$ cat config.mk
export PLATFORM = sky130hd
export DESIGN_NAME = branch_unit
export DESIGN_NICKNAME = d
export VERILOG_FILES = /design/src/rtl/br_pkg.sv /design/src/rtl/br_decode_if.sv /design/src/rtl/br_exec_if.sv /design/src/rtl/br_decode.sv /design/src/rtl/br_execute.sv /design/src/rtl/br_resolve.sv /design/src/rtl/branch_unit.sv /design/src/rtl/brcond.sv
export SDC_FILE = /design/constraint.sdc
export NUM_CORES = 1
export LEC_CHECK = 0
export ABC_AREA = 1
export BUFFER_PORTS_ARGS = -buffer_cell sky130_fd_sc_hd__buf_2
export CAP_MARGIN = 5
export CORE_MARGIN = 3
export CORE_UTILIZATION = 52
export CTS_BUF_LIST = sky130_fd_sc_hd__clkbuf_4 sky130_fd_sc_hd__clkbuf_8
export DETAILED_ROUTE_END_ITERATION = 8
export GPL_ROUTABILITY_DRIVEN = 0
export GPL_TIMING_DRIVEN = 0
export PLACE_DENSITY = 0.85
export RECOVER_POWER = 100
export SLEW_MARGIN = 25
export SYNTH_ARGS = -nofsm -noshare
export SYNTH_HDL_FRONTEND = slang
export SYNTH_SLANG_ARGS = --single-unit
$ cat constraint.sdc
create_clock -name clock -period 2.61 [get_ports clock]
set_clock_uncertainty 0.1 [all_clocks]
set_input_delay 0.3915 -clock clock [delete_from_list [all_inputs] [get_ports clock]]
set_output_delay 0.3915 -clock clock [all_outputs]
set_load 0.05 [all_outputs]
$ cat src/rtl/br_pkg.sv
//////////////////////////////////////////////////////////////////////
// Shared definitions for the branch resolution unit
// Data width, RV32I opcode and func3 codes for control transfers
// Instruction kind enum and the issue packet carried down the pipe
//////////////////////////////////////////////////////////////////////

package br_pkg;

	//////////////////////////////////////////////////////////////////////
	// Widths
	//////////////////////////////////////////////////////////////////////

	localparam int XLEN       = 32; // Data and address width
	localparam int ROB_TAG_W  = 6;  // ROB entry tag
	localparam int INST_BYTES = 4;  // Sequential PC step

	//////////////////////////////////////////////////////////////////////
	// Major opcodes, inst[6:0]
	//////////////////////////////////////////////////////////////////////

	localparam logic [6:0] OPC_BRANCH = 7'b1100011; // Conditional branches
	localparam logic [6:0] OPC_JAL    = 7'b1101111; // Jump and link
	localparam logic [6:0] OPC_JALR   = 7'b1100111; // Jump and link register

	//////////////////////////////////////////////////////////////////////
	// Branch conditions, inst[14:12]
	//////////////////////////////////////////////////////////////////////

	localparam logic [2:0] FUNC_BEQ  = 3'b000; // Equal
	localparam logic [2:0] FUNC_BNE  = 3'b001; // Not equal
	localparam logic [2:0] FUNC_BLT  = 3'b100; // Signed less than
	localparam logic [2:0] FUNC_BGE  = 3'b101; // Signed greater or equal
	localparam logic [2:0] FUNC_BLTU = 3'b110; // Unsigned less than
	localparam logic [2:0] FUNC_BGEU = 3'b111; // Unsigned greater or equal
	// 010 and 011 are unused and never taken

	//////////////////////////////////////////////////////////////////////
	// Types
	//////////////////////////////////////////////////////////////////////

	typedef enum logic [1:0] {
		KIND_BRANCH = 2'd0, // Conditional branch
		KIND_JAL    = 2'd1, // PC relative jump
		KIND_JALR   = 2'd2  // Register indirect jump
	} br_kind_t;

	// Per instruction bookkeeping, follows the operands stage by stage
	typedef struct packed {
		logic [XLEN-1:0]      pc;          // Instruction address
		logic [ROB_TAG_W-1:0] rob_tag;     // Completion tag
		logic [4:0]           dest_reg;    // rd, zero for branches
		logic                 pred_taken;  // Front end direction guess
		logic [XLEN-1:0]      pred_target; // Front end target guess
		br_kind_t             kind;        // Branch, JAL or JALR
	} is_packet_t;

endpackage

$ cat src/rtl/br_decode_if.sv
//////////////////////////////////////////////////////////////////////
// Decode to execute link
// Adder operands, compare values, condition code and issue packet
//////////////////////////////////////////////////////////////////////

`timescale 1ns/100ps

interface br_decode_if import br_pkg::*; ();

	logic            start;     // One cycle per decoded instruction
	logic [XLEN-1:0] opa;       // Target adder, pc or rs1
	logic [XLEN-1:0] opb;       // Target adder, immediate
	logic [XLEN-1:0] rs1;       // Compare value A
	logic [XLEN-1:0] rs2;       // Compare value B
	logic [2:0]      func;      // Condition code
	is_packet_t      is_packet; // Bookkeeping

	modport decode (
		output start, opa, opb, rs1, rs2, func, is_packet
	);

	modport execute (
		input start, opa, opb, rs1, rs2, func, is_packet
	);

endinterface

$ cat src/rtl/br_exec_if.sv
//////////////////////////////////////////////////////////////////////
// Execute to resolve link
// Condition, computed target, link value and issue packet
//////////////////////////////////////////////////////////////////////

`timescale 1ns/100ps

interface br_exec_if import br_pkg::*; ();

	logic            done;       // One cycle per evaluated instruction
	logic            cond;       // Taken, forced for jumps
	logic [XLEN-1:0] braddr;     // Target address
	logic [XLEN-1:0] link_value; // pc + INST_BYTES
	is_packet_t      is_packet;  // Bookkeeping

	modport execute (
		output done, cond, braddr, link_value, is_packet
	);

	modport resolve (
		input done, cond, braddr, link_value, is_packet
	);

endinterface

$ cat src/rtl/br_decode.sv
//////////////////////////////////////////////////////////////////////
// Decode stage of the branch unit
// Opcode classification, B/J/I immediate build, operand select
// First pipeline register, start only for control transfers
//////////////////////////////////////////////////////////////////////

`timescale 1ns/100ps

module br_decode import br_pkg::*; (
	input  logic                 clock,
	input  logic                 rst_n,
	input  logic                 issue_valid, // Issue strobe
	input  logic [XLEN-1:0]      inst,        // Raw instruction word
	input  logic [XLEN-1:0]      pc,
	input  logic [XLEN-1:0]      rs1_value,
	input  logic [XLEN-1:0]      rs2_value,
	input  logic                 pred_taken,
	input  logic [XLEN-1:0]      pred_target,
	input  logic [ROB_TAG_W-1:0] rob_tag,
	br_decode_if.decode          dec
);

	//////////////////////////////////////////////////////////////////////
	// Field extraction
	//////////////////////////////////////////////////////////////////////

	logic [6:0]      opcode;     // inst[6:0]
	logic [4:0]      rd;         // inst[11:7]
	logic [2:0]      func3;      // inst[14:12]
	logic [XLEN-1:0] imm_b;      // Branch offset
	logic [XLEN-1:0] imm_j;      // JAL offset
	logic [XLEN-1:0] imm_i;      // JALR offset
	logic            recognised; // Opcode handled here
	br_kind_t        kind;
	logic [XLEN-1:0] opa_c;
	logic [XLEN-1:0] opb_c;
	is_packet_t      packet_c;

	assign opcode = inst[6:0];
	assign rd     = inst[11:7];
	assign func3  = inst[14:12];

	// Sign bit always inst[31], bit 0 implicit zero for B and J
	assign imm_b = {{20{inst[31]}}, inst[7], inst[30:25], inst[11:8], 1'b0};
	assign imm_j = {{12{inst[31]}}, inst[19:12], inst[20], inst[30:21], 1'b0};
	assign imm_i = {{21{inst[31]}}, inst[30:20]};

	//////////////////////////////////////////////////////////////////////
	// Classification and operand select
	//////////////////////////////////////////////////////////////////////

	always_comb begin
		recognised = 1'b1;
		kind       = KIND_BRANCH;
		opa_c      = pc;    // PC relative by default
		opb_c      = imm_b;
		case (opcode)
			OPC_BRANCH: begin
				kind  = KIND_BRANCH;
				opb_c = imm_b;
			end
			OPC_JAL: begin
				kind  = KIND_JAL;
				opb_c = imm_j;
			end
			OPC_JALR: begin
				kind  = KIND_JALR;
				opa_c = rs1_value; // Register base
				opb_c = imm_i;
			end
			default: recognised = 1'b0; // Foreign opcode, dropped
		endcase
	end

	// Branches carry no destination, rd field holds offset bits
	always_comb begin
		packet_c             = '0;
		packet_c.pc          = pc;
		packet_c.rob_tag     = rob_tag;
		packet_c.dest_reg    = (kind == KIND_BRANCH) ? 5'd0 : rd;
		packet_c.pred_taken  = pred_taken;
		packet_c.pred_target = pred_target;
		packet_c.kind        = kind;
	end

	//////////////////////////////////////////////////////////////////////
	// Stage register
	//////////////////////////////////////////////////////////////////////

	always_ff @(posedge clock) begin
		if (!rst_n) begin
			dec.start <= 1'b0;
		end else begin
			dec.start <= issue_valid & recognised;
		end
	end

	always_ff @(posedge clock) begin
		dec.opa       <= opa_c;
		dec.opb       <= opb_c;
		dec.rs1       <= rs1_value;
		dec.rs2       <= rs2_value;
		dec.func      <= func3;
		dec.is_packet <= packet_c;
	end

endmodule

$ cat src/rtl/br_execute.sv
//////////////////////////////////////////////////////////////////////
// Execute stage of the branch unit
// Condition evaluation, target add, link value
// Second pipeline register, done follows start
//////////////////////////////////////////////////////////////////////

`timescale 1ns/100ps

module br_execute import br_pkg::*; (
	input  logic         clock,
	input  logic         rst_n,
	br_decode_if.execute dec,
	br_exec_if.execute   exe
);

	logic            br_cond; // Raw comparator result
	logic            cond_c;  // Forced for jumps
	logic [XLEN-1:0] sum;     // opa + opb
	logic [XLEN-1:0] braddr_c;
	logic [XLEN-1:0] link_c;

	brcond i_brcond (
		.rs1  (dec.rs1),
		.rs2  (dec.rs2),
		.func (dec.func),
		.cond (br_cond)
	);

	//////////////////////////////////////////////////////////////////////
	// Target and direction
	//////////////////////////////////////////////////////////////////////

	assign sum = dec.opa + dec.opb;

	// JALR target has bit 0 cleared
	assign braddr_c = (dec.is_packet.kind == KIND_JALR) ? {sum[XLEN-1:1], 1'b0} : sum;

	assign cond_c = (dec.is_packet.kind == KIND_BRANCH) ? br_cond : 1'b1; // Jumps always taken

	assign link_c = dec.is_packet.pc + XLEN'(INST_BYTES); // Return address

	//////////////////////////////////////////////////////////////////////
	// Stage register
	//////////////////////////////////////////////////////////////////////

	always_ff @(posedge clock) begin
		if (!rst_n) begin
			exe.done <= 1'b0;
		end else begin
			exe.done <= dec.start;
		end
	end

	always_ff @(posedge clock) begin
		exe.cond       <= cond_c;
		exe.braddr     <= braddr_c;
		exe.link_value <= link_c;
		exe.is_packet  <= dec.is_packet;
	end

endmodule

$ cat src/rtl/br_resolve.sv
//////////////////////////////////////////////////////////////////////
// Resolve stage of the branch unit
// Next PC select, prediction check, link writeback
// Output register, strobes gated by done
//////////////////////////////////////////////////////////////////////

`timescale 1ns/100ps

module br_resolve import br_pkg::*; (
	input  logic                 clock,
	input  logic                 rst_n,
	br_exec_if.resolve           exe,
	output logic                 done,     // Completion strobe
	output logic [ROB_TAG_W-1:0] done_tag, // ROB entry completed
	output logic                 taken,    // Actual direction
	output logic [XLEN-1:0]      next_pc,  // Actual next PC
	output logic                 redirect, // Front end guessed wrong
	output logic                 wb_valid, // Link write to rd
	output logic [4:0]           wb_reg,
	output logic [XLEN-1:0]      wb_value
);

	logic [XLEN-1:0] next_pc_c;   // Actual next PC
	logic [XLEN-1:0] pred_next_c; // Predicted next PC
	logic            redirect_c;
	logic            wb_c;

	//////////////////////////////////////////////////////////////////////
	// Prediction check
	//////////////////////////////////////////////////////////////////////

	// Fall through address equals the link value
	assign next_pc_c = exe.cond ? exe.braddr : exe.link_value;

	assign pred_next_c = exe.is_packet.pred_taken ? exe.is_packet.pred_target
	                                              : exe.link_value;

	assign redirect_c = (next_pc_c != pred_next_c);

	// Jumps with rd other than x0
	assign wb_c = (exe.is_packet.kind != KIND_BRANCH) && (exe.is_packet.dest_reg != 5'd0);

	//////////////////////////////////////////////////////////////////////
	// Output register
	//////////////////////////////////////////////////////////////////////

	always_ff @(posedge clock) begin
		if (!rst_n) begin
			done     <= 1'b0;
			taken    <= 1'b0;
			redirect <= 1'b0;
			wb_valid <= 1'b0;
		end else begin
			done     <= exe.done;
			taken    <= exe.done & exe.cond;
			redirect <= exe.done & redirect_c;
			wb_valid <= exe.done & wb_c;
		end
	end

	always_ff @(posedge clock) begin
		done_tag <= exe.is_packet.rob_tag;
		next_pc  <= next_pc_c;
		wb_reg   <= exe.is_packet.dest_reg; // Zero for branches
		wb_value <= exe.link_value;
	end

endmodule

$ cat src/rtl/branch_unit.sv
//////////////////////////////////////////////////////////////////////
// Branch unit top level
// Decode, execute and resolve stages, three cycle fixed latency
//////////////////////////////////////////////////////////////////////

`timescale 1ns/100ps

module branch_unit import br_pkg::*; (
	input  logic                 clock,
	input  logic                 rst_n,
	input  logic                 issue_valid, // Instruction offered
	input  logic [XLEN-1:0]      inst,
	input  logic [XLEN-1:0]      pc,
	input  logic [XLEN-1:0]      rs1_value,
	input  logic [XLEN-1:0]      rs2_value,
	input  logic                 pred_taken,
	input  logic [XLEN-1:0]      pred_target,
	input  logic [ROB_TAG_W-1:0] rob_tag,
	output logic                 done,
	output logic [ROB_TAG_W-1:0] done_tag,
	output logic                 taken,
	output logic [XLEN-1:0]      next_pc,
	output logic                 redirect,
	output logic                 wb_valid,
	output logic [4:0]           wb_reg,
	output logic [XLEN-1:0]      wb_value
);

	br_decode_if dec_if (); // Decode to execute
	br_exec_if   exe_if (); // Execute to resolve

	br_decode i_decode (
		.clock       (clock),
		.rst_n       (rst_n),
		.issue_valid (issue_valid),
		.inst        (inst),
		.pc          (pc),
		.rs1_value   (rs1_value),
		.rs2_value   (rs2_value),
		.pred_taken  (pred_taken),
		.pred_target (pred_target),
		.rob_tag     (rob_tag),
		.dec         (dec_if.decode)
	);

	br_execute i_execute (
		.clock (clock),
		.rst_n (rst_n),
		.dec   (dec_if.execute),
		.exe   (exe_if.execute)
	);

	br_resolve i_resolve (
		.clock    (clock),
		.rst_n    (rst_n),
		.exe      (exe_if.resolve),
		.done     (done),
		.done_tag (done_tag),
		.taken    (taken),
		.next_pc  (next_pc),
		.redirect (redirect),
		.wb_valid (wb_valid),
		.wb_reg   (wb_reg),
		.wb_value (wb_value)
	);

endmodule

$ cat src/rtl/brcond.sv
//////////////////////////////////////////////////////////////////////
// Branch condition comparator
// Signed and unsigned compares selected by func3
//////////////////////////////////////////////////////////////////////

`timescale 1ns/100ps

module brcond import br_pkg::*; (
	input  logic [XLEN-1:0] rs1,  // Compare value A
	input  logic [XLEN-1:0] rs2,  // Compare value B
	input  logic [2:0]      func, // Condition code
	output logic            cond  // 1 when condition holds
);

	logic signed [XLEN-1:0] s_rs1; // Signed views
	logic signed [XLEN-1:0] s_rs2;

	assign s_rs1 = rs1;
	assign s_rs2 = rs2;

	always_comb begin
		case (func)
			FUNC_BEQ:  cond = (rs1 == rs2);
			FUNC_BNE:  cond = (rs1 != rs2);
			FUNC_BLT:  cond = (s_rs1 < s_rs2);
			FUNC_BGE:  cond = (s_rs1 >= s_rs2);
			FUNC_BLTU: cond = (rs1 < rs2);
			FUNC_BGEU: cond = (rs1 >= rs2);
			default:   cond = 1'b0; // 010, 011 never taken
		endcase
	end

endmodule

==> metrics list <==
- Area of all placed cells without fillers: 17300 um2
- Layout cell share with drive strength beyond 1: 11.7%
- Post-Synth XOR/XNOR Area: 5.86%
* Worst min-delay path startpoint: inst[0]
* Run status: finished, final reports clean
* Routed WL per cell: 16.8 um
* Number of maximum-capacitance violations: 0
- The critical path in this run is classified as register to register.
* Highest-count cells in the layout ignoring fill and taps: 390 x dfxtp_1, 338 x nand2_1, 167 x dlygate4sd3_1, 166 x clkbuf_1, 123 x inv_1
- Wire length of the first global-routing pass: 56600 um
* Sink Count: 390
- Number of flip-flops and latches in the synthesized netlist: 390
* Shortest period the worst path allows: 2560 ps
* Capture endpoint of the worst hold path: i_decode.dec.is_packet[37]$_SDFF_PN0_
- Cells on Worst Hold Path: 5
- After legalization and detailed placement, the total HPWL measured 23700 um.
* Worst setup EP type: register
- CTS Root Buffer Type: clkbuf_8
- Clk pin slew, worst setup/hold paths: 70 ps
* Leak: 8.08 nW
- In the synthesized netlist the async set-or-reset flop fraction comes to 0%.
* Detailed-routing iteration count for the pre-antenna-repair pass: 5
- The final hold violation count was 0.
- For this run, design rule violations remaining after detail routing come to 0.
- The layout has 1746 filler cells.
* Adder and majority cell fraction of the synthesized area: 6.31%
* Top Registers: i_decode.dec.is_packet x78, i_execute.exe.is_packet x46
* Post-synth top flop: dfxtp_1
* H-tree depth: 2
- In this run, CTS created clock tree buffers numbering 57.
- Dividing the synthesized area by the synthesized cell count gives 9.82 um2.
- During I/O placement, the number of pins put on the boundary was 249.
- Worst reg2reg path depth: 9
- Full die area: 26900 um2
* Clock latency at the later pin of the worst-skew pair: 610 ps
* Syn Inst Count: 1324
* Area Growth Syn to Fin: 33.0%
- Min-Delay Path Class: input port to register
- The region available for standard cell placement spans 24500 um2.
- R2R Path Start: i_decode.dec.opa[2]$_DFF_P_
- The number of slew-limit violations in the final report came to 0.
- Of all nets on the critical path, the largest fanout is 4.
* Worst IR drop on VDD: 542 uV
* Via count of the first global-routing pass: 11300
* Post-CTS setup buffer count: 0
* Via count normalized by instance count: 4.89
- Setup repair after global routing left no endpoint under its margin.
* Worst Path Arrival: 2960 ps
* Number of antenna violations at the first check in global routing: 2
* Slew at the pin closest to its max-slew limit: 666 ps
- After synthesis, the largest family of logic cells by area is simple AND/OR/NAND/NOR gates.
* Height of the die: 164 um
- The register with the most flip-flops in the layout has 78 of them.
- FP Rows: 57
- Clk buf depth: 3
- Setup violations remaining at the end of the flow were counted as 0.
- Counting flops with a built-in enable in the synthesized netlist gives 0.
- Routed wire length: 36400 um
- Complex-gate fraction of the synthesized area: 5.33%
- Worst reg2reg endpoint: i_execute.exe.braddr[19]$_DFF_P_
* Area after detailed placement: 14600 um2
* Multiplexer fraction of the synthesized cell area: 2.00%
- The count of buffers added on input and output ports is 248.
- Synthesis produced a netlist with a net count of 1559.
* Required time of the critical path: 3010 ps
- After routing, the total negative slack on setup checks comes to 0 ps.
- Leaving out fill and tap cells, the most frequent cell in the layout is dfxtp_1.
- The detailed router finished its first iteration with 637 violations.
- Hold is met by 210 ps.
- Number of nets at the end of the flow: 2033
* Simple-gate share of the synthesized area: 16.2%
- The floorplan step set the die width to 164 um.
* Power per Cell Area: 805 nW/um2
* Proportion of synthesized chip area in sequential cells: 60.1%
* Residual antenna-violating net count after detailed routing: 0
- Summing every instance area after synthesis gives 13000 um2.
* Number of warning messages in the yosys log: 0
- Total GRT Usage: 26.8%
* Launching element type of the critical path: register
* Maximum number of pins on one net before global-route repair: 16
- More flip-flops sit in one register than any other, and that register is i_decode.dec.is_packet.
- For this block, the via count after detailed routing is 10600.
- Initial cell density of the core: 53.1%
- Synthesis instantiated 40 different standard cells from the library.
* CTS tree: yes
- Final cycle utilization of the critical path: 98.0%
- Internal reg-to-reg setup slack: 50 ps
- Global routing finished with a remaining overflow of 0.
- For this run, the top clock speed supported by timing is 0.391 GHz.
- The worst pin sits at a relative slew slack of 55.8%.
==> cell usage after synthesis (2+ instances only) <==
library cell / number / area share [%]
o21bai_1: 7 / 0.40
mux2i_1: 26 / 2.0
a21oi_1: 49 / 1.9
nor3_1: 15 / 0.58
xnor2_1: 46 / 3.1
o221a_2: 2 / 0.17
o21a_1: 2 / 0.12
o211ai_1: 3 / 0.17
nor3_2: 3 / 0.23
nand2_4: 3 / 0.26
a21o_1: 7 / 0.40
a31oi_1: 3 / 0.14
nor2_4: 6 / 0.52
inv_1: 123 / 3.6
or2_2: 2 / 0.096
nand2_1: 336 / 9.7
nand4_1: 10 / 0.48
clkbuf_1: 12 / 0.35
buf_2: 9 / 0.35
dfxtp_1: 390 / 60
nor2_2: 2 / 0.096
nand3_1: 28 / 1.1
o21ai_0: 39 / 1.5
nand3b_1: 3 / 0.17
nand3_2: 3 / 0.23
ha_1: 64 / 6.2
xor2_1: 41 / 2.8
nor2_1: 74 / 2.1
a21boi_0: 5 / 0.29
==> cells by family after synthesis <==
kind of cell             count (synthesis)
AND/OR/NAND/NOR                        490
adder cells (fa/ha/maj)                 65
multiplexers                            26
XOR/XNOR                                87
AO/OA/AOI/OAI                          121
buffers and inverters                  145
flip-flops                             390
==> metrics by stage <==
step           std cells  worst slack, ps  utilization [%]  power (mW)
2_1_floorplan       1324              575                -        8.00
3_3_place_gp        1896              101             59.9        8.53
3_5_place_dp        1896             72.3             59.9        8.59
4_1_cts             2163             57.7             71.8        13.9
5_1_grt             2165            0.573             70.7        14.5
6_report            2165             50.9             70.7        13.9
==> layout make-up <==
type	instances	area [um2]	share of cell area [%]
flip-flops and latches	390	7810	45.2
multi-input cells	789	4550	26.3
repair buffers	415	2730	15.8
clock buffers	89	1130	6.54
inverters	124	465	2.69
well taps	324	405	2.34
clock inverters	11	118	0.680
plain buffers	21	85.1	0.492
diodes	2	5.00	0.0289
==> worst max path at each step <==
stage                                 from                                to
2_1_floorplan  i_decode.dec.opa[0]$_DFF_P_  i_execute.exe.braddr[24]$_DFF_P_
3_3_place_gp   i_decode.dec.opb[0]$_DFF_P_  i_execute.exe.braddr[24]$_DFF_P_
3_5_place_dp   i_decode.dec.opa[0]$_DFF_P_  i_execute.exe.braddr[24]$_DFF_P_
4_1_cts        i_decode.dec.opb[0]$_DFF_P_  i_execute.exe.braddr[24]$_DFF_P_
5_1_grt        i_decode.dec.opa[2]$_DFF_P_  i_execute.exe.braddr[19]$_DFF_P_
6_report       i_decode.dec.opa[2]$_DFF_P_  i_execute.exe.braddr[19]$_DFF_P_
==> routing by layer <==
layer	track usage, %	vias to the layer above	wire [um]
met5	0	-	0
met4	13.1	0	1640
met2	47.6	439	17900
met3	5.02	144	2370
met1	31.0	4838	14400
li1	-	5161	-
==> where the power goes <==
| group | switching (mW) | internal [mW] |
|---|---|---|
| logic | 1.35 | 0.717 |
| clock network | 2.27 | 2.95 |
| registers | 0.196 | 6.43 |
| total | 3.81 | 10.1 |
==> critical path: stages (launching register included) <==
cell and delay, ps:
dfxtp_1 310, ha_1 360, a21oi_1 220, nand2_1 170, nand3_1 130, nand2_1 150
a21boi_0 350, o21ai_0 280, a21oi_1 240, xnor2_1 170
==> timing repair <==
item	in CTS	in global routing
endpoints found under the hold margin	198	0
resized for setup	0	2
endpoints found under the setup margin	0	2
hold buffers	167	0
(Power assumes the default switching activity.)
